### config.mk
export PLATFORM = sky130hd
export DESIGN_NAME = inst_decode
export DESIGN_NICKNAME = d
export VERILOG_FILES = /design/src/logic/ooo_pkg.sv /design/src/logic/inst_decode.sv
export SDC_FILE = /design/constraint.sdc
export NUM_CORES = 1
export LEC_CHECK = 0
export ABC_AREA = 1
export BUFFER_PORTS_ARGS = -buffer_cell sky130_fd_sc_hd__buf_2
export CORE_UTILIZATION = 29
export DETAILED_ROUTE_END_ITERATION = 8
export PLACE_DENSITY_LB_ADDON = 0.25
export SKIP_LAST_GASP = 1
export SYNTH_ARGS = -nofsm -noshare
export SYNTH_HDL_FRONTEND = slang
export SYNTH_SLANG_ARGS = --single-unit
### constraint.sdc
create_clock -name vclk -period 0.8
set_input_delay 0.04 -clock vclk [all_inputs]
set_output_delay 0.04 -clock vclk [all_outputs]
set_load 0.01 [all_outputs]
### src/logic/ooo_pkg.sv
`default_nettype none

package ooo_pkg;

  localparam int TAG_W = 4;  // covers a rob of up to 16 entries

  typedef logic [31:0] word_t;
  typedef logic [4:0] reg_addr_t;
  typedef logic [TAG_W-1:0] tag_t;

  typedef enum logic [1:0] {
    CLASS_NONE = 2'd0,  // accepted and dropped
    CLASS_ALU  = 2'd1,
    CLASS_MUL  = 2'd2
  } inst_class_e;

  typedef enum logic [3:0] {
    ALU_ADD,
    ALU_SUB,
    ALU_SLL,
    ALU_SLT,
    ALU_SLTU,
    ALU_XOR,
    ALU_SRL,
    ALU_SRA,
    ALU_OR,
    ALU_AND,
    ALU_PASS_B  // lui
  } alu_func_e;

  // same order as funct3[1:0]
  typedef enum logic [1:0] {
    MUL_MUL,
    MUL_MULH,
    MUL_MULHSU,
    MUL_MULHU
  } mul_func_e;

  typedef struct packed {
    inst_class_e cls;
    alu_func_e   alu_func;
    mul_func_e   mul_func;
    reg_addr_t   rd;
    reg_addr_t   rs1;
    reg_addr_t   rs2;
    logic        use_imm;  // operand b is the immediate
    word_t       imm;
  } decoded_t;

  typedef struct packed {
    logic  ready;
    tag_t  tag;  // producer while not ready
    word_t value;
  } operand_t;

  typedef struct packed {
    logic  valid;
    tag_t  tag;
    word_t value;
  } cdb_t;

  typedef struct packed {
    logic  valid;
    tag_t  tag;
    word_t value;
  } fu_result_t;

endpackage

`default_nettype wire

### src/logic/inst_decode.sv
`default_nettype none

module inst_decode import ooo_pkg::*; (
  input  wire word_t i_inst,
  output decoded_t   o_dec
);

  localparam logic [6:0] OPC_OP     = 7'b0110011;
  localparam logic [6:0] OPC_OP_IMM = 7'b0010011;
  localparam logic [6:0] OPC_LUI    = 7'b0110111;

  logic [6:0] opcode;
  logic [2:0] funct3;
  logic [6:0] funct7;

  assign opcode = i_inst[6:0];
  assign funct3 = i_inst[14:12];
  assign funct7 = i_inst[31:25];

  always_comb begin
    o_dec = '0;
    o_dec.rd = i_inst[11:7];
    o_dec.rs1 = i_inst[19:15];
    o_dec.rs2 = i_inst[24:20];
    o_dec.mul_func = mul_func_e'(funct3[1:0]);

    case (funct3)
      3'b000: begin
        if (opcode == OPC_OP && funct7[5]) o_dec.alu_func = ALU_SUB;
        else o_dec.alu_func = ALU_ADD;  // addi never subtracts
      end
      3'b001: o_dec.alu_func = ALU_SLL;
      3'b010: o_dec.alu_func = ALU_SLT;
      3'b011: o_dec.alu_func = ALU_SLTU;
      3'b100: o_dec.alu_func = ALU_XOR;
      3'b101: begin
        if (funct7[5]) o_dec.alu_func = ALU_SRA;
        else o_dec.alu_func = ALU_SRL;
      end
      3'b110: o_dec.alu_func = ALU_OR;
      default: o_dec.alu_func = ALU_AND;
    endcase

    case (opcode)
      OPC_OP: begin
        if (funct7 == 7'b0000001) begin
          // divides have funct3[2] set and are dropped
          o_dec.cls = funct3[2] ? CLASS_NONE : CLASS_MUL;
        end else begin
          o_dec.cls = CLASS_ALU;
        end
      end
      OPC_OP_IMM: begin
        o_dec.cls = CLASS_ALU;
        o_dec.use_imm = 1'b1;
        o_dec.imm = {{20{i_inst[31]}}, i_inst[31:20]};  // i-type
      end
      OPC_LUI: begin
        o_dec.cls = CLASS_ALU;
        o_dec.alu_func = ALU_PASS_B;
        o_dec.use_imm = 1'b1;
        o_dec.imm = {i_inst[31:12], 12'b0};  // u-type
        o_dec.rs1 = '0;  // these bits belong to the immediate
      end
      default: ;
    endcase
  end

endmodule

`default_nettype wire

==> summary.txt, run 1 <==
Hold path
  – Worst hold path depth: 0
  – Min-Delay Path Class: in2out

Synth
  – Yosys warns: 0
  – Post-synth top area cell: o21ai_2
  – Avg Synthesized Cell Area: roughly 5.7 sq um
  – Synth cell types: 20
  – Syn Std Cell Area: roughly 640 sq um
  – Yosys top cell area share: 0.234
  – Sequential share of the synthesized area: 0
  – Synthesized instance count: 112
  – Synthesized Nets: about 140
  – Dominant cells by area after synthesis: o21ai_2 (23%), buf_4 (15%), inv_1 (15%), nor2_1 (11%), nand2_1 (5.9%)

STA
  – Final Hold Viols: 0
  – Worst slew pin tran: 0.179 ns
  – Final setup vio count: 42
  – RSZ-0062 raised after global routing: yes
  – Worst Slack Setup Final: -0.137 ns
  – Hold Slack: between 0.08 and 0.09 ns
  – Slew HR: 0.880
  – Final Cycle Share: 1.17
  – Peak Freq: between 1 and 1.5 GHz
  – Final min period: ~0.94 ns
  – Slew Viols, Final: 0

Floorplanning
  – Initial core utilization: 0.315
  – Die height: approximately 49 microns
  – DIE AREA: about 2400 sq um
  – FP Rows: 16
  – Die width: 48.9 microns
  – Core area: 2020 sq um
  – I/O Pins: between 80 and 90

Power and ir drop
  – Post-layout power: roughly 380 uW
  – Int Pwr: roughly 170 uW
  – Sequential power share: 0
  – Switching share of total power: 0.535
  – Leak: roughly 0.83 nW
  – Max IR drop VDD: between 0.2 and 0.25 mV
  – Psw: between 200 and 250 uW
  – Clock power frac: 0
  – Power per Cell Area: ~310 nW/um^2
  – Combinational cell fraction of total power: 1.000

Run status
  – Status: finished, violations left
  – Failing checks: setup timing

Critical path
  – Crit path arrival time: ~0.90 ns
  – Critical Path RT: ~0.76 ns
  – CP max FO: 2
  – Crit-path cells: buf_8 -> inv_8 -> nand2_4 -> nor2_4 -> buf_4 -> nand3_1 -> nand2_1 -> nand2_1 -> a21oi_2 -> buf_2
  – CP Capture Type: primary output
  – CP most frequent cell: nand2_1
  – Crit-path slowest cell: buf_4
  – Startpoint type of the worst setup path: input pin
  – CP peak stage delay: about 0.13 ns
  – Setup CP Type: in2out

Layout
  – Ant diodes: 0
  – Seq_cells: 0
  – Final core occ: 0.596
  – Layout cells sized above 1: 0.699
  – Nets: 220
  – CLK BUF: 0
  – Commonest non-fill, non-tap cell in the layout: buf_2
  – Commonest cells after routing, fill and taps aside: buf_2 (70), inv_1 (22), o21ai_2 (17)
  – P&R area growth vs syn: 89.2%
  – Reg area: 0 sq um

Place
  – Routability cong.: between 0.7 and 0.8
  – DP Wirelength: 1.65 mm
  – # port buffers: about 80

Global route
  – Initial antenna violation count: 0
  – Global-route wire length before repair: 3.28 mm
  – Largest net degree at the start of global routing: 20
  – Vias in the first global route: about 820
  – Grt total ovfl: 0
  – Total track usage: 0.162

Drt
  – Antenna Nets Post-Route: 0
  – DR vias: around 920
  – DRT iter0 DRCs: 9
  – Via density per instance: 4.34
  – Wirelength, routed: approximately 2.1 mm
  – # DRC: 0
  – DR pass1 iterations: 4
  – Wirelength per Cell: about 10 microns

Job
  – Max_cap viols: 0

Clock tree
  – Hold Buf Count CTS: 0
==> Yosys cell counts (2+ instances only) <==
master and n:
buf_4 13, buf_6 2, inv_1 25, inv_2 2, nand2_1 10, nand2_2 2
nand3_1 6, nor2_1 19, nor2_2 2, nor3_1 2, o21ai_0 4, o21ai_2 17
==> timing repair <==
action | CTS | global route
setup buffers | 1 | 2
cloned | 1 | 0
gates resized for setup | 31 | 16
pin swaps | 5 | 9
setup endpoints to repair | 41 | 42
==> worst paths after layout <==
path | start | endpoint | slack [ns]
worst max-delay path | i_inst[2] | o_dec[50] | -0.14
worst min-delay path | i_inst[7] | o_dec[43] | 0.08
==> per-stage QoR <==
| step | setup slack, ns | cells | cell area, sq um | setup TNS (ns) |
|---|---|---|---|---|
| 6_report | -0.137 | 213 | 1200 | -3.47 |
| 5_1_grt | -0.226 | 213 | 1200 | -5.99 |
| 4_1_cts | -0.150 | 211 | 1120 | -3.59 |
| 3_5_place_dp | -0.205 | 209 | 998 | -5.75 |
| 3_3_place_gp | -0.160 | 209 | 998 | -5.01 |
| 2_1_floorplan | 0.000204 | 112 | 639 | 0 |
==> per-layer routing <==
layer  routed length, microns  track usage
met5                        0            0
met3                      182       0.0187
met1                      811        0.189
met2                     1070        0.324
met4                        0      0.00490
==> power by group through the flow <==
stage               Sequential (mW)  Clock, mW  Combinational, mW
detailed placement                0          0              0.303
global placement                  0          0              0.299
global route                      0          0              0.413
finish                            0          0              0.376
floorplan                         0          0              0.195
CTS                               0          0              0.350
==> cells by family after synthesis <==
logic type | share of synthesized area
compound gates | 0.285
buf+inv | 0.365
simple gates | 0.350
==> critical path, delay by kind of cell <==
family | cells | cell delay [ns]
compound gates | 1 | 0.12
buf+inv | 4 | 0.41
simple gates | 5 | 0.32
==> area by class of cell <==
| class | count | area [sq um] |
|---|---|---|
| inverters | 28 | 123 |
| multi-input cells | 68 | 492 |
| well taps | 27 | 33.8 |
| fillers | 207 | 817 |
| repair buffers | 90 | 557 |
Power figures use the tool's default switching activity.
==> run 2, diff against run 1 <==
Settings changed: CORE_UTILIZATION 29 to 32.
Clock period 0.8 ns to 0.9 ns, I/O delays scaled along.
==> run 2 against run 1 <==
  * The flow still finishes with violations (setup timing)
  * Total power down 20%
  * Combinational power down 20%
  * Sequential share of layout area unchanged
  * Design area down 7.9%
  * Final cell count down 1.4%
  * Worst hold slack better by 0.010 ns
  * Via count up 1.9%
  * Critical endpoint is now o_dec[23]
==> summary.txt, run 2 (same netlist as run 1, synthesis figures left out) <==
Run status
  – Status: finished, violations left
  – Failing checks: setup timing

STA
  – RSZ-0062 raised after global routing: yes
  – Slew HR: 0.865
  – Final setup vio count: 23
  – Final Cycle Share: 1.07
  – Worst Slack Setup Final: -0.0660 ns
  – Worst slew pin tran: 0.202 ns
  – Final min period: slightly below 1 ns
  – Peak Freq: between 1 and 1.5 GHz
  – Hold Slack: 0.0900 ns
  – Slew Viols, Final: 0
  – Final Hold Viols: 0

Power and ir drop
  – Clock power frac: 0
  – Combinational cell fraction of total power: 1.000
  – Sequential power share: 0
  – Max IR drop VDD: between 0.15 and 0.2 mV
  – Psw: about 170 uW
  – Switching share of total power: 0.554
  – Leak: around 0.78 nW
  – Power per Cell Area: around 270 nW/um^2
  – Post-layout power: slightly above 300 uW
  – Int Pwr: between 100 and 150 uW

Layout
  – Layout cells sized above 1: 0.681
  – CLK BUF: 0
  – Fill cells: 208
  – Area of the multi-input gates: approximately 440 sq um
  – Fin area: roughly 1100 sq um
  – P&R area growth vs syn: 74.3%
  – Finished Layout Cells: 210
  – Nets: approximately 220
  – Commonest non-fill, non-tap cell in the layout: buf_2
  – Reg area: 0 sq um
  – Seq_cells: 0
  – Ant diodes: 0
  – Commonest cells after routing, fill and taps aside: buf_2 (73), inv_1 (23), o21ai_2 (19)

Place
  – Placed instance count: just over 200
  – # port buffers: 78
  – DP Wirelength: about 1.7 mm
  – DP Worst Slack: -0.190 ns
  – Routability cong.: between 0.6 and 0.7
  – Area post-placement: around 1000 sq um

Critical path
  – Setup CP Type: in2out
  – Startpoint type of the worst setup path: input pin
  – CP max FO: 9
  – Critical Path RT: 0.85 ns
  – CP Capture Type: primary output
  – Crit path arrival time: a little over 0.9 ns

Drt
  – Via density per instance: 4.49
  – DR pass1 iterations: 4
  – # DRC: 0
  – DR vias: ~940
  – DRT iter0 DRCs: 6
  – Wirelength, routed: about 2.1 mm
  – Antenna Nets Post-Route: 0
  – Wirelength per Cell: between 10 and 15 microns

Floorplanning
  – Die width: between 40 and 50 microns
  – Die height: roughly 47 microns
  – Core area: 1800 sq um
  – FP Rows: 15
  – I/O Pins: 88
  – DIE AREA: approximately 2200 sq um
  – Initial core utilization: 0.353

Global route
  – Grt total ovfl: 0
  – Global-route wire length before repair: approximately 3 mm
  – Total track usage: 0.178
  – Initial antenna violation count: 0
  – Vias in the first global route: roughly 740
  – Largest net degree at the start of global routing: 18

Hold path
  – Min-Delay Path Class: in2out
  – Worst min-delay path startpoint: i_inst[7]
  – WHS Endpoint: o_dec[43]
  – Worst hold path depth: 0

Job
  – Max_cap viols: 0

Clock tree
  – Hold Buf Count CTS: 0
## run 2: cell types whose count changed in the layout (fill, tap and decap cells not counted), sizes merged
cell,change
inv,+2
buf,-3
## run 2: critical path: stages
cell and delay [ns]:
buf_6 0.09, inv_4 0.06, nand2_4 0.05, nor2_4 0.10, nand2_4 0.09, nor2_8 0.19, inv_6 0.09, o21ai_2 0.06
buf_2 0.14
## run 2: power by group through the flow
| stage | Clock, mW | Combinational (mW) | Sequential, mW |
|---|---|---|---|
| CTS | 0 | 0.286 | 0 |
| finish | 0 | 0.302 | 0 |
| detailed placement | 0 | 0.268 | 0 |
| floorplan | 0 | 0.173 | 0 |
| global route | 0 | 0.336 | 0 |
| global placement | 0 | 0.263 | 0 |
## run 2: worst max-delay path by stage
stage                      endpoint  depth (start not counted)  slack [ns]  startpoint
final                     o_dec[23]                          9       -0.07   i_inst[2]
after global routing      o_dec[50]                         10       -0.16   i_inst[2]
after CTS                 o_dec[21]                          9       -0.07   i_inst[2]
after detailed placement  o_dec[21]                          6       -0.19   i_inst[3]
after global placement    o_dec[26]                          6       -0.11   i_inst[3]
after floorplan           o_dec[13]                          8        0.09   i_inst[3]
## run 2: through the flow
stage / setup TNS, ns / util
2_1_floorplan: 0 / -
3_3_place_gp: -2.39 / 0.558
3_5_place_dp: -3.46 / 0.558
4_1_cts: -1.33 / 0.589
5_1_grt: -3.44 / 0.616
6_report: -1.26 / 0.616
## run 2: routing by layer
metal	vias up	track usage	part of all wire
met5	-	0	0
met2	49	0.353	0.55
met3	0	0.00392	0.083
li1	476	-	-
met4	0	0.0114	0
met1	417	0.216	0.36
## run 2: what timing repair did
| action | CTS | global route |
|---|---|---|
| pin swaps | 1 | 1 |
| cloned | 2 | 0 |
| setup buffers | 0 | 1 |
| gates resized for setup | 14 | 13 |
| endpoints found under the setup margin | 38 | 43 |
## run 2: area by class of cell
type                       count  share of cell area
timing repair buffer          87               0.452
multi-input combinational     68               0.400
inverter                      28               0.106
tap                           25              0.0282
timing repair inverter         2              0.0135
==> run 3, diff against run 2 <==
Settings changed: MAX_ROUTING_LAYER set to met4.
==> run 3 against run 2 <==
  * The flow still finishes with violations (setup timing)
  * Final cell count did not move
  * Die area unchanged
  * Total power is essentially flat
  * Highest routed layer unchanged
==> summary.txt, run 3 (same netlist as run 1, synthesis figures left out) <==
Layout
  – Layout cells sized above 1: 0.681
  – Fill cells: 208
  – Final core occ: 0.616
  – Seq_cells: 0
  – Finished Layout Cells: 210
  – P&R area growth vs syn: 74.3%
  – Commonest cells after routing, fill and taps aside: buf_2 (73), inv_1 (23), o21ai_2 (19)
  – Nets: 219
  – Ant diodes: 0
  – Commonest non-fill, non-tap cell in the layout: buf_2
  – CLK BUF: 0
  – Reg area: 0 sq um

Drt
  – Wirelength per Cell: between 10 and 15 microns
  – DR pass1 iterations: 4
  – Antenna Nets Post-Route: 0
  – Wirelength, routed: 2.13 mm
  – Via density per instance: 4.49
  – DRT iter0 DRCs: 8
  – DR vias: between 900 and 1000
  – # DRC: 0

Place
  – Routability cong.: about 0.67
  – DP Wirelength: 1.69 mm
  – # port buffers: ~80
  – DP Worst Slack: -0.190 ns
  – Placed instance count: 207

Global route
  – Total track usage: 0.183
  – Vias in the first global route: 730
  – Met1 usage: 0.216
  – Met3 usage: 0.00392
  – Initial antenna violation count: 0
  – Global-route wire length before repair: 2.93 mm
  – Grt peak-use layer: met2
  – M2 GR Usage: 0.353
  – Grt total ovfl: 0
  – Largest net degree at the start of global routing: 18

Hold path
  – WHS Endpoint: o_dec[43]
  – Min-Delay Path Class: in2out
  – Worst min-delay path startpoint: i_inst[7]
  – Worst hold path depth: 0

Floorplanning
  – Die height: ~47 microns
  – Initial core utilization: 0.353
  – FP Rows: 15
  – Core area: around 1800 sq um
  – I/O Pins: between 80 and 90
  – Die width: between 40 and 50 microns
  – DIE AREA: about 2200 sq um

STA
  – Peak Freq: between 1 and 1.5 GHz
  – Final Hold Viols: 0
  – RSZ-0062 raised after global routing: yes
  – Final Cycle Share: 1.07
  – Final setup vio count: 23
  – Slew HR: 0.865
  – Slew Viols, Final: 0
  – Worst slew pin tran: between 0.2 and 0.25 ns
  – Worst Slack Setup Final: -0.0661 ns
  – Final min period: 0.966 ns

Power and ir drop
  – Clock power frac: 0
  – Int Pwr: around 130 uW
  – Sequential power share: 0
  – Combinational cell fraction of total power: 1.000
  – Post-layout power: roughly 300 uW
  – Max IR drop VDD: around 0.18 mV
  – Power per Cell Area: roughly 270 nW/um^2
  – Leak: about 0.8 nW
  – Switching share of total power: 0.554
  – Psw: roughly 170 uW

Job
  – Max_cap viols: 0

Run status
  – Status: finished, violations left
  – Failing checks: setup timing

Critical path
  – CP Capture Type: primary output
  – Startpoint type of the worst setup path: input pin
  – Crit path arrival time: 0.92 ns
  – CP max FO: 9
  – Setup CP Type: in2out
  – Critical Path RT: about 0.85 ns

Clock tree
  – Hold Buf Count CTS: 0
[run 3: metrics by stage]
| stage | setup TNS (ns) | instance area, sq um | hold WS, ns |
|---|---|---|---|
| 2_1_floorplan | 0 | 637 | 0.182 |
| 3_3_place_gp | -2.39 | 1010 | 0.0901 |
| 3_5_place_dp | -3.46 | 1010 | 0.0901 |
| 4_1_cts | -1.33 | 1060 | 0.0901 |
| 5_1_grt | -3.44 | 1110 | 0.0900 |
| 6_report | -1.28 | 1110 | 0.0900 |
[run 3: what timing repair did]
item                                    in CTS  in global routing
gates resized for setup                     14                 13
setup buffers                                0                  1
pin swaps                                    1                  1
endpoints found under the setup margin      38                 43
hold endpoints to repair                     0                  0
gates cloned                                 2                  0
[run 3: layout make-up]
cell class | count | area [sq um] | share of cell area
timing repair inverter | 2 | 15.0 | 0.0135
tap | 25 | 31.3 | 0.0282
inverter | 28 | 118 | 0.106
timing repair buffer | 87 | 502 | 0.452
multi-input combinational | 68 | 444 | 0.400
[run 3: critical path, cell delays in order]
cell and delay [ns]:
buf_6 0.09, inv_4 0.06, nand2_4 0.05, nor2_4 0.10, nand2_4 0.09, nor2_8 0.19, inv_6 0.09, o21ai_2 0.06
buf_2 0.14
[run 3: worst max-delay path by stage]
stage | slack (ns) | end | depth (start not counted) | from
global route | -0.16 | o_dec[50] | 10 | i_inst[2]
floorplan | 0.09 | o_dec[13] | 8 | i_inst[3]
finish | -0.07 | o_dec[23] | 9 | i_inst[2]
CTS | -0.07 | o_dec[21] | 9 | i_inst[2]
detailed placement | -0.19 | o_dec[21] | 6 | i_inst[3]
global placement | -0.11 | o_dec[26] | 6 | i_inst[3]
[run 3: routing by layer]
layer  wire length, microns  share of wire  vias to the layer above
li1                       -              -                      475
met1                    775           0.36                      419
met2                   1170           0.55                       49
met3                    177          0.083                        0
met4                      0              0                        0
met5                      0              0                        -
[run 3: power by group through the flow]
stage / Clock [mW] / Combinational, mW / Sequential (mW)
after floorplan: 0 / 0.173 / 0
after global placement: 0 / 0.263 / 0
after detailed placement: 0 / 0.268 / 0
after CTS: 0 / 0.286 / 0
after global routing: 0 / 0.336 / 0
final: 0 / 0.302 / 0
