**src/logic/ooo_pkg.sv**
```systemverilog
`default_nettype none

package ooo_pkg;

  localparam int TAG_W = 4;  // covers a rob of up to 16 entries

  typedef logic [31:0] word_t;
  typedef logic [4:0] reg_addr_t;
  typedef logic [TAG_W-1:0] tag_t;

  typedef enum logic [1:0] {
    CLASS_NONE = 2'd0,  // accepted and dropped
    CLASS_ALU  = 2'd1,
    CLASS_MUL  = 2'd2
  } inst_class_e;

  typedef enum logic [3:0] {
    ALU_ADD,
    ALU_SUB,
    ALU_SLL,
    ALU_SLT,
    ALU_SLTU,
    ALU_XOR,
    ALU_SRL,
    ALU_SRA,
    ALU_OR,
    ALU_AND,
    ALU_PASS_B  // lui
  } alu_func_e;

  // same order as funct3[1:0]
  typedef enum logic [1:0] {
    MUL_MUL,
    MUL_MULH,
    MUL_MULHSU,
    MUL_MULHU
  } mul_func_e;

  typedef struct packed {
    inst_class_e cls;
    alu_func_e   alu_func;
    mul_func_e   mul_func;
    reg_addr_t   rd;
    reg_addr_t   rs1;
    reg_addr_t   rs2;
    logic        use_imm;  // operand b is the immediate
    word_t       imm;
  } decoded_t;

  typedef struct packed {
    logic  ready;
    tag_t  tag;  // producer while not ready
    word_t value;
  } operand_t;

  typedef struct packed {
    logic  valid;
    tag_t  tag;
    word_t value;
  } cdb_t;

  typedef struct packed {
    logic  valid;
    tag_t  tag;
    word_t value;
  } fu_result_t;

endpackage

`default_nettype wire

```
**src/logic/int_alu.sv**
```systemverilog
`default_nettype none

module int_alu import ooo_pkg::*; (
  input  wire            clk_100mhz,
  input  wire            sys_rst,
  input  wire            i_en,
  input  wire alu_func_e i_func,
  input  wire word_t     i_a,
  input  wire word_t     i_b,
  input  wire tag_t      i_tag,
  input  wire            i_grant,
  output logic           o_ready,
  output fu_result_t     o_result
);

  word_t result;
  logic res_valid;
  tag_t res_tag;
  word_t res_value;

  always_comb begin
    case (i_func)
      ALU_ADD:    result = i_a + i_b;
      ALU_SUB:    result = i_a - i_b;
      ALU_SLL:    result = i_a << i_b[4:0];
      ALU_SLT:    result = {31'b0, $signed(i_a) < $signed(i_b)};
      ALU_SLTU:   result = {31'b0, i_a < i_b};
      ALU_XOR:    result = i_a ^ i_b;
      ALU_SRL:    result = i_a >> i_b[4:0];
      ALU_SRA:    result = $signed(i_a) >>> i_b[4:0];
      ALU_OR:     result = i_a | i_b;
      ALU_AND:    result = i_a & i_b;
      ALU_PASS_B: result = i_b;
      default:    result = '0;
    endcase
  end

  // a held result frees up on the cycle it is granted
  assign o_ready = !res_valid || i_grant;
  assign o_result = '{valid: res_valid, tag: res_tag, value: res_value};

  always_ff @(posedge clk_100mhz) begin
    if (sys_rst) begin
      res_valid <= 1'b0;
    end else if (i_en) begin
      res_valid <= 1'b1;
    end else if (i_grant) begin
      res_valid <= 1'b0;
    end
  end

  always_ff @(posedge clk_100mhz) begin
    if (i_en) begin
      res_tag <= i_tag;
      res_value <= result;
    end
  end

endmodule

`default_nettype wire

```
**config.mk**
```make
export PLATFORM = sky130hd
export DESIGN_NAME = int_alu
export DESIGN_NICKNAME = d
export VERILOG_FILES = /design/src/logic/ooo_pkg.sv /design/src/logic/int_alu.sv
export SDC_FILE = /design/constraint.sdc
export NUM_CORES = 1
export LEC_CHECK = 0
export ABC_AREA = 1
export BUFFER_PORTS_ARGS = -buffer_cell sky130_fd_sc_hd__buf_2
export CAP_MARGIN = 20
export CORE_MARGIN = 1
export CORE_UTILIZATION = 50
export DETAILED_ROUTE_END_ITERATION = 7
export PLACE_DENSITY = 0.69
export SLEW_MARGIN = 25
export SYNTH_ARGS = -nofsm -noshare
export SYNTH_HDL_FRONTEND = slang
export SYNTH_SLANG_ARGS = --single-unit
```
**constraint.sdc**
```tcl
create_clock -name clk_100mhz -period 3.73 [get_ports clk_100mhz]
set_input_delay 0.5595 -clock clk_100mhz [delete_from_list [all_inputs] [get_ports clk_100mhz]]
set_output_delay 0.5595 -clock clk_100mhz [all_outputs]
set_load 0.01 [all_outputs]
```
==> qor.yml, run 1 <==
outcome:
  status: "complete, no violations"
critical_path:
  cp-end-kind: "flip-flop"
  required_ns: 3.77
  worstReg2RegStart: "res_valid"
  crit_arrival_ns: 3.19
  reg2regPathDepth: 2
  crit_type: "primary input to flip-flop"
  ff2ff_setup_slack_ns: 3.17
  crit_fanout: 17
  cp-start-kind: "primary input"
  timing.rr.end: "res_valid"
pwr:
  finalPower_mw: 2.67
  vdd.ir_drop.worst_mv: 0.149
  powerDensity_mw_per_mm2: 216
  power.leakage_nw: 7.00
cts:
  cts_buffers: 5
  hold_buffers: 0
  cts_tree: "built"
  post_cts_buffers: 0
  postCtsResizedCells: 0
  path_clk_slew_ns: 0.07
  cts_root_buf: "clkbuf_16"
  cts_sinks: 37
  clock_latency_ns: 0.30
  clock_path_buffers: 2
  htree_levels: 2
yosys:
  synth_cell_types: 40
  yosys_warnings: 0
  syn_nets: 2430
  netlist_area_mm2: 0.0116
  yosysSeqAreaShare_pct: 9.53
  synth.avg_cell_area_um2: 5.13
  synth-seq-cells: 37
  syn_inst: 2252
sta:
  fin_crit_ns: 3.15
  hold_viol: 0
  slew_headroom_pct: 25.9
  worst_pin_slew_ns: 1.11
  fin_skew_ns: 0
  max_freq_mhz: 318
  period_share_pct: 84.4
  slew_viol_final: 0
  rsz0062_at_grt: "false"
  final.setup.tns_ns: 0
  setup_violations: 0
grt:
  grt_pass1_wl_um: 81300
  grtUsageTotal_pct: 45.7
  grt_overflow: 0
  grt_pass1_vias: 13800
  antenna_found_initial: 1
  grt_max_degree: 80
cells_and_area:
  fin_nets: 2477
  area_growth_pct: 7.14
  antenna_cells: 0
  drive_above_1_share_pct: 7.30
  num-fill-cells: 2531
route:
  ant_nets: 0
  drt_wl_total_um: 54300
  viasPerCell: 5.98
  drt_pass1_iterations: 6
  initialDrtViolationCount: 2398
  drc_errors: 0
  detail_route.wl_per_cell_um: 21.0
  num_vias: 15500
place:
  io_buffers: 113
  gp_congestion: 1.11
  place.detailed.hpwl_um: 44200
min_path:
  whs_path_depth: 2
  min_to: "res_valid"
  hp-start: "sys_rst"
  hold_class: "primary input to flip-flop"
floorplan:
  chipHeight_um: 154
  core_mm2: 0.0226
  die_width_um: 154
  start_util_pct: 51.0
  num_io_pins: 114
  die_area_mm2: 0.0237
  std_cell_rows: 55
run:
  cap_viol_max_count: 0
-- registers in the layout, summed over array words and instances (netlist names) --
register,cells
res_valid,1
res_tag,4
res_value,32
-- critical path, stage by stage --
cell     delay [ns]
buf_2          0.34
inv_1          0.11
ha_1           0.40
inv_1          0.14
nand2_1        0.06
nand2_1        0.12
inv_1          0.08
nand3_1        0.18
nand2_1        0.08
nand3_1        0.09
nand2_1        0.07
nor4_1         0.61
buf_4          0.24
nand2_1        0.10
-- area by class of cell --
class | instances | area (um2) | area share (%)
clock buffers | 6 | 139 | 1.12
clock inverters | 2 | 13.8 | 0.111
multi-input cells | 1784 | 8720 | 70.4
repair buffers | 144 | 823 | 6.65
well taps | 285 | 357 | 2.88
flip-flops and latches | 37 | 1100 | 8.89
inverters | 327 | 1230 | 9.94
-- through the flow --
stage | area (um2) | hold slack [ns] | setup slack (ns) | std cells | util, %
after floorplan | 11600 | 0.521 | 0.874 | 2252 | -
after global placement | 12200 | 0.460 | 0.516 | 2577 | 54.0
after detailed placement | 12200 | 0.467 | 0.481 | 2577 | 54.0
after CTS | 12400 | 0.407 | 0.806 | 2585 | 54.7
after global routing | 12400 | 0.428 | 0.494 | 2585 | 54.7
final | 12400 | 0.406 | 0.581 | 2585 | 54.7
-- synthesized netlist by cell type (all sizes together) --
cell type | count | area, um2
a211oi | 2 | 15.0
a21boi | 2 | 15.0
a21oi | 58 | 290
a31oi | 3 | 18.8
and2 | 15 | 93.8
and3 | 1 | 6.26
buf | 79 | 410
clkbuf | 25 | 97.6
dfxtp | 1 | 20.0
edfxtp | 36 | 1080
fa | 2 | 40.0
ha | 100 | 1250
inv | 327 | 1230
mux2i | 1 | 10.0
nand2 | 775 | 2910
nand3 | 432 | 2160
nand3b | 2 | 15.0
nand4 | 27 | 169
nor2 | 210 | 818
nor3 | 22 | 110
nor4 | 4 | 25.0
o2111ai | 1 | 8.76
o211ai | 24 | 180
o21ai | 66 | 330
o21bai | 7 | 52.6
o221ai | 1 | 8.76
o22ai | 26 | 163
o31ai | 2 | 15.0
or2 | 1 | 6.26
-- metal layers --
layer	GRT usage, %	wire length [um]	up-vias
li1	-	-	7307
met1	60.8	21500	6889
met2	66.6	21700	1116
met3	10.3	7390	153
met4	28.6	3820	2
met5	0	13	-
-- placed cells by master, fill, tap and decap left out, types with 3 or more instances in the layout --
cell | netlist | routed
nand3_1 | 432 | 432
buf_2 | 64 | 113
o21ai_0 | 59 | 59
inv_2 | 4 | 5
o22ai_1 | 26 | 26
o21ai_1 | 7 | 7
nor4_1 | 4 | 4
and2_1 | 15 | 15
a31oi_1 | 3 | 3
inv_1 | 322 | 321
ha_1 | 100 | 100
nor2_2 | 6 | 6
buf_4 | 7 | 29
a21oi_1 | 58 | 58
o21bai_1 | 7 | 7
nand2_1 | 774 | 774
clkbuf_16 | 0 | 5
edfxtp_1 | 36 | 36
nand4_1 | 27 | 27
nor2_1 | 202 | 202
o211ai_1 | 24 | 24
nor3_1 | 22 | 22
-- worst max-delay path by stage --
stage	start	endpoint	slack (ns)
after detailed placement	i_b[4]	res_value[5]	0.48
after global placement	i_b[4]	res_value[5]	0.52
final	i_b[4]	res_value[5]	0.58
after global routing	i_b[4]	res_value[5]	0.49
after floorplan	i_b[3]	res_value[0]	0.87
after CTS	i_b[4]	res_value[5]	0.81
-- power by group --
group	leakage [nW]	switching, mW	internal [mW]
Combinational	6.56	1.18	0.459
Sequential	0.356	0.0236	0.516
Clock	0.0768	0.230	0.268
Total	7.00	1.43	1.24
-- logic make-up (layout without fill, tap and decap cells) --
group / Yosys count / count (layout) / share of synthesized area [%]
simple gates: 1489 / 1489 / 54.7
buf+inv: 431 / 479 / 15.0
compound gates: 192 / 192 / 9.50
fa+ha+maj: 102 / 102 / 11.2
flops: 37 / 37 / 9.53
mux: 1 / 1 / 0.0866
No activity file was read; power rests on OpenSTA's default activity.
==> run 2: changes to the inputs <==
--- a/config.mk
+++ b/config.mk
@@ -5,13 +5,13 @@
 export SDC_FILE = /design/constraint.sdc
 export NUM_CORES = 1
 export LEC_CHECK = 0
-export ABC_AREA = 1
+export ABC_AREA = 0
 export BUFFER_PORTS_ARGS = -buffer_cell sky130_fd_sc_hd__buf_2
 export CAP_MARGIN = 20
 export CORE_MARGIN = 1
 export CORE_UTILIZATION = 50
 export DETAILED_ROUTE_END_ITERATION = 7
-export PLACE_DENSITY = 0.69
+export PLACE_DENSITY = 0.73
 export SLEW_MARGIN = 25
 export SYNTH_ARGS = -nofsm -noshare
 export SYNTH_HDL_FRONTEND = slang
==> constraint.sdc (replaced) <==
create_clock -name clk_100mhz -period 2.55 [get_ports clk_100mhz]
set_input_delay 0.3825 -clock clk_100mhz [delete_from_list [all_inputs] [get_ports clk_100mhz]]
set_output_delay 0.3825 -clock clk_100mhz [all_outputs]
set_load 0.01 [all_outputs]
==> qor.yml, run 2 <==
floorplan:
  die_width_um: 145  # -6.0%
  start_util_pct: 51.7  # +0.70 points
  num_io_pins: 114  # unchanged
  std_cell_rows: 51  # -7.3%
  chipHeight_um: 145  # -6.0%
sta:
  worst_endpoint: "res_value[28]$_DFFE_PP_/D"
  endpoint_type: "register data pin"
place:
  placedCellCount: 2127  # -17%
  gp_congestion: 1.11  # about the same
  pre_cts_ws_ns: -0.890  # -1.37 ns
  io_buffers: 113  # unchanged
  place.detailed.hpwl_um: 43000  # -2.7%
yosys:
  synth-seq-cells: 37  # unchanged
  netlist_area_mm2: 0.0102  # -12%
  syn_inst: 1370  # -39%
  synth_top_cell_by_area: "ha_1"
  syn_nets: 1548  # -36%
  synth.avg_cell_area_um2: 7.45  # +45%
  synth_cell_types: 83  # +110%
  yosys_warnings: 0  # unchanged
  synth_area_leaders: "ha_1 12%, edfxtp_1 11%, mux4_2 9.9%, a21oi_1 6.7%, nor2_1 6.1%"
  yosysSeqAreaShare_pct: 10.8  # +1.3 points
  synth_most_common_cell: "nor2_1"
  yosys-top-cells-count: "165 x nor2_1, 136 x a21oi_1, 104 x o21ai_0"
  synth-edff-count: 36  # unchanged
  synth_top_flop_cell: "edfxtp_1"
  synth_top_area_share_pct: 12.3  # -13 points
  async_flop_share_pct: 0  # unchanged
cts:
  cts_buffers: 5  # unchanged
  cts_sinks: 37  # unchanged
  hold_buffers: 0  # unchanged
  htree_levels: 2  # unchanged
  cts_root_buf: "clkbuf_16"
  clock_path_buffers: 2  # unchanged
outcome:
  status: "stopped before the end"
  stop_stage: "global routing"
  firstError: "[ERROR GRT-0232] Routing congestion too high. Check the congestion heatmap in the GUI."
grt:
  grt_overflow: 87
  grtUsageTotal_pct: 75.7
  grt_max_degree: 50
[run 2: cells by family after synthesis]
kind of cell	synth area share [%]
multiplexers	16.3
AO/OA/AOI/OAI	34.0
buffers and inverters	8.24
adder cells (fa/ha/maj)	12.7
AND/OR/NAND/NOR	18.0
flip-flops	10.8
XOR/XNOR	0.0859
[run 2: repair_timing]
action,in CTS
gates resized for setup,165
cloned,3
pin swaps,56
buffers inserted,28
setup endpoints to repair,31
[run 2: routing by layer]
layer  GRT overflow  track usage, %
met5              0            14.3
met4             53            78.6
met3              0            58.4
met2             34            90.8
met1              0            78.3
[run 2: metrics by stage]
| stage | hold WS (ns) | instance area [um2] |
|---|---|---|
| after detailed placement | 0.489 | 14600 |
| after global placement | 0.473 | 14600 |
| after floorplan | 0.452 | 10500 |
| after CTS | 0.223 | 15800 |
==> run 3: changes to the inputs <==
--- a/config.mk
+++ b/config.mk
@@ -9,9 +9,9 @@
 export BUFFER_PORTS_ARGS = -buffer_cell sky130_fd_sc_hd__buf_2
 export CAP_MARGIN = 20
 export CORE_MARGIN = 1
-export CORE_UTILIZATION = 50
+export CORE_UTILIZATION = 35
 export DETAILED_ROUTE_END_ITERATION = 7
-export PLACE_DENSITY = 0.73
+export PLACE_DENSITY_LB_ADDON = 0.15
 export SLEW_MARGIN = 25
 export SYNTH_ARGS = -nofsm -noshare
 export SYNTH_HDL_FRONTEND = slang
==> constraint.sdc (replaced) <==
create_clock -name clk_100mhz -period 3.3 [get_ports clk_100mhz]
set_input_delay 0.495 -clock clk_100mhz [delete_from_list [all_inputs] [get_ports clk_100mhz]]
set_output_delay 0.495 -clock clk_100mhz [all_outputs]
set_load 0.01 [all_outputs]
==> qor.yml, run 3 <==
route:
  initialDrtViolationCount: 1386
  drt_pass1_iterations: 6
  num_vias: 12900
  drc_errors: 0
  viasPerCell: 6.16
  detail_route.wl_per_cell_um: 26.0
  ant_nets: 0
  drt_wl_total_um: 54700
pwr:
  seqPwrFrac_pct: 17.5
  sw_frac_of_total_pct: 46.4
  vdd.ir_drop.worst_mv: 0.197
  finalPower_mw: 3.49
  p_comb_share_pct: 67.0
  power.leakage_nw: 6.25
  powerDensity_mw_per_mm2: 252
  power.switching_mw: 1.62
  pwr-share-clk_pct: 15.6
  p_int_mw: 1.87
yosys:
  synth_fa_ha_area_share_pct: 12.7  # unchanged
  synth_top_area_share_pct: 12.3  # unchanged
  synth_most_common_cell: "nor2_1"
  synthMuxAreaShare_pct: 16.3  # unchanged
  synth_top_flop_cell: "edfxtp_1"
  yosys_warnings: 0  # unchanged
  netlist_area_mm2: 0.0102  # unchanged
  synth-seq-cells: 37  # unchanged
  synth_cell_types: 83  # unchanged
  synth-edff-count: 36  # unchanged
  syn_nets: 1548  # unchanged
  yosys-top-cells-count: "165 x nor2_1, 136 x a21oi_1, 104 x o21ai_0"
  synth_area_leaders: "ha_1 12%, edfxtp_1 11%, mux4_2 9.9%, a21oi_1 6.7%, nor2_1 6.1%"
  yosysSeqAreaShare_pct: 10.8  # unchanged
  synth.avg_cell_area_um2: 7.45  # unchanged
  syn_inst: 1370  # unchanged
  async_flop_share_pct: 0  # unchanged
  yosys.area_share.simple_pct: 18.0  # unchanged
  synth_top_cell_by_area: "ha_1"
  synth_top_family_by_area: "compound AO/OA/AOI/OAI gates"
  synth_compound_area_share_pct: 34.0  # unchanged
  synth-xor-area-share_pct: 0.0859  # unchanged
critical_path:
  crit_fanout: 3
  crit_chain: "buf_2 -> ha_1 -> inv_1 -> fa_1 -> nor2b_2 -> o2111ai_4 -> a21o_1 -> a311oi_1 -> buf_4 -> o21ai_0 -> a21oi_2 -> a31oi_1 -> a221oi_1 -> o21ai_0"
  path_delay_family: "compound AO/OA/AOI/OAI gates"
  required_ns: 3.34
  crit_arrival_ns: 3.25
  cpPeakStageDelay_ns: 0.43
  crit_type: "primary input to flip-flop"
  worstReg2RegStart: "res_valid"
  cp-start-kind: "primary input"
  critPathSlowestCell: "fa_1"
  crit_buf_inv: 3
  ff2ff_setup_slack_ns: 2.71
  crit_path_frequent_cell: "o21ai_0"
  cp-end-kind: "flip-flop"
  crit_start: "i_a[0]"
  cp.depth: 14
  timing.rr.end: "res_valid"
  reg2regPathDepth: 2
  worstSetupEndpoint: "res_value[24]"
sta:
  slew_viol_final: 0
  period_share_pct: 97.2
  slew_headroom_pct: 30.2
  worst_pin_slew_ns: 1.05
  fin_skew_ns: 0
  setup_violations: 0
  fin_crit_ns: 3.21
  max_freq_mhz: 312
  rsz0062_at_grt: "true"
  hold_slack_ns: 0.343
  hold_viol: 0
  final.setup.tns_ns: 0
cts:
  hold_buffers: 0  # unchanged
  cts_buffers: 5  # unchanged
  path_clk_slew_ns: 0.07
  clock_latency_ns: 0.30
  cts_sinks: 37  # unchanged
  cts_root_buf: "clkbuf_16"
  clock_path_buffers: 2  # unchanged
  cts_tree: "built"
  htree_levels: 2  # unchanged
grt:
  grt_max_degree: 68
  grt.busiest_layer: "met2"
  use_met3_pct: 4.75
  grtUsageTotal_pct: 36.0
  use_met1_pct: 46.9
  antenna_found_initial: 2
  met2_usage_pct: 59.3
  grt_pass1_wl_um: 80600
  grt_pass1_vias: 12200
  grt_overflow: 0
cells_and_area:
  final_cell_mix: "324 x buf_4, 162 x nor2_1, 134 x a21oi_1"
  fin_nets: 1891
  drive_above_1_share_pct: 32.8
  reg_top3: "res_value (32), res_tag (4), res_valid (1)"
  area_growth_pct: 35.6
  final_common_cell: "buf_4"
  largest_register_ffs: 32
  top_register: "res_value"
  fin_cells: 2100
min_path:
  hp-start: "sys_rst"
  hold_class: "primary input to flip-flop"
  whs_path_depth: 2
outcome:
  status: "complete, no violations"
place:
  io_buffers: 113  # unchanged
  gp_congestion: 1.01  # -8.9%
  place.detailed.hpwl_um: 44000  # +2.2%
  placedCellCount: 2089  # -1.8%
floorplan:
  std_cell_rows: 62  # +22%
  die_area_mm2: 0.0298
  num_io_pins: 114  # unchanged
  die_width_um: 173  # +19%
  chipHeight_um: 173  # +19%
  core_mm2: 0.0287
  start_util_pct: 35.5  # -16 points
run:
  cap_viol_max_count: 0
run 3: cell counts after synthesis:
No cell type changed its count.
run 3: per-stage QoR:
step           utilization, %  cell area, um2  setup slack (ns)
2_1_floorplan               -           10400            -0.166
3_3_place_gp             47.2           13500            -0.300
3_5_place_dp             47.2           13500            -0.391
4_1_cts                  47.7           13700           0.00736
5_1_grt                  48.2           13800            -0.106
6_report                 48.2           13800            0.0921
run 3: worst register-to-register path, stage by stage (launching register included):
cell and delay (ns):
dfxtp_1 0.32, nand2b_1 0.07, a21oi_1 0.13
run 3: cell type report:
type                    instances  area, um2
multi-input cells            1121       8500
flip-flops and latches         37       1100
fillers                      2969      14900
diodes                          2       5.00
repair buffers                446       3210
clock inverters                 3       17.5
well taps                     384        480
inverters                     102        397
clock buffers                   5        125
run 3: worst min-delay path by stage:
| stage | end | slack, ns |
|---|---|---|
| after floorplan | res_valid | 0.54 |
| after global placement | res_valid | 0.47 |
| after detailed placement | res_valid | 0.48 |
| after CTS | res_valid | 0.34 |
| after global routing | res_valid | 0.33 |
| final | res_valid | 0.34 |
run 3: what timing repair did:
| item | 4_1_cts | 5_1_grt |
|---|---|---|
| pin swaps | 0 | 6 |
| buffers inserted | 0 | 1 |
| resized for setup | 3 | 25 |
| endpoints found under the setup margin | 4 | 12 |
run 3: logic make-up (layout without fill, tap and decap cells):
group	Yosys count	after routing
xor gates and xnor gates	1	1
DFF	37	37
AOI/OAI and AO/OA	515	515
buffers and inverters	212	556
other	0	2
and+or+nand+nor	404	404
adders and majority gates	102	102
muxes	99	99
run 3: routing by layer:
metal	part of all wire, %	wire length [um]
met1	42	22800
met2	47	25500
met4	4.8	2650
met5	0.024	13
met3	6.8	3720
run 3: power by group through the flow:
stage,logic [mW],registers [mW],clock network (mW)
2_1_floorplan,1.11,0.652,0
3_3_place_gp,2.25,0.621,0
3_5_place_dp,2.24,0.621,0
4_1_cts,2.26,0.611,0.547
5_1_grt,2.47,0.615,0.564
6_report,2.34,0.611,0.543
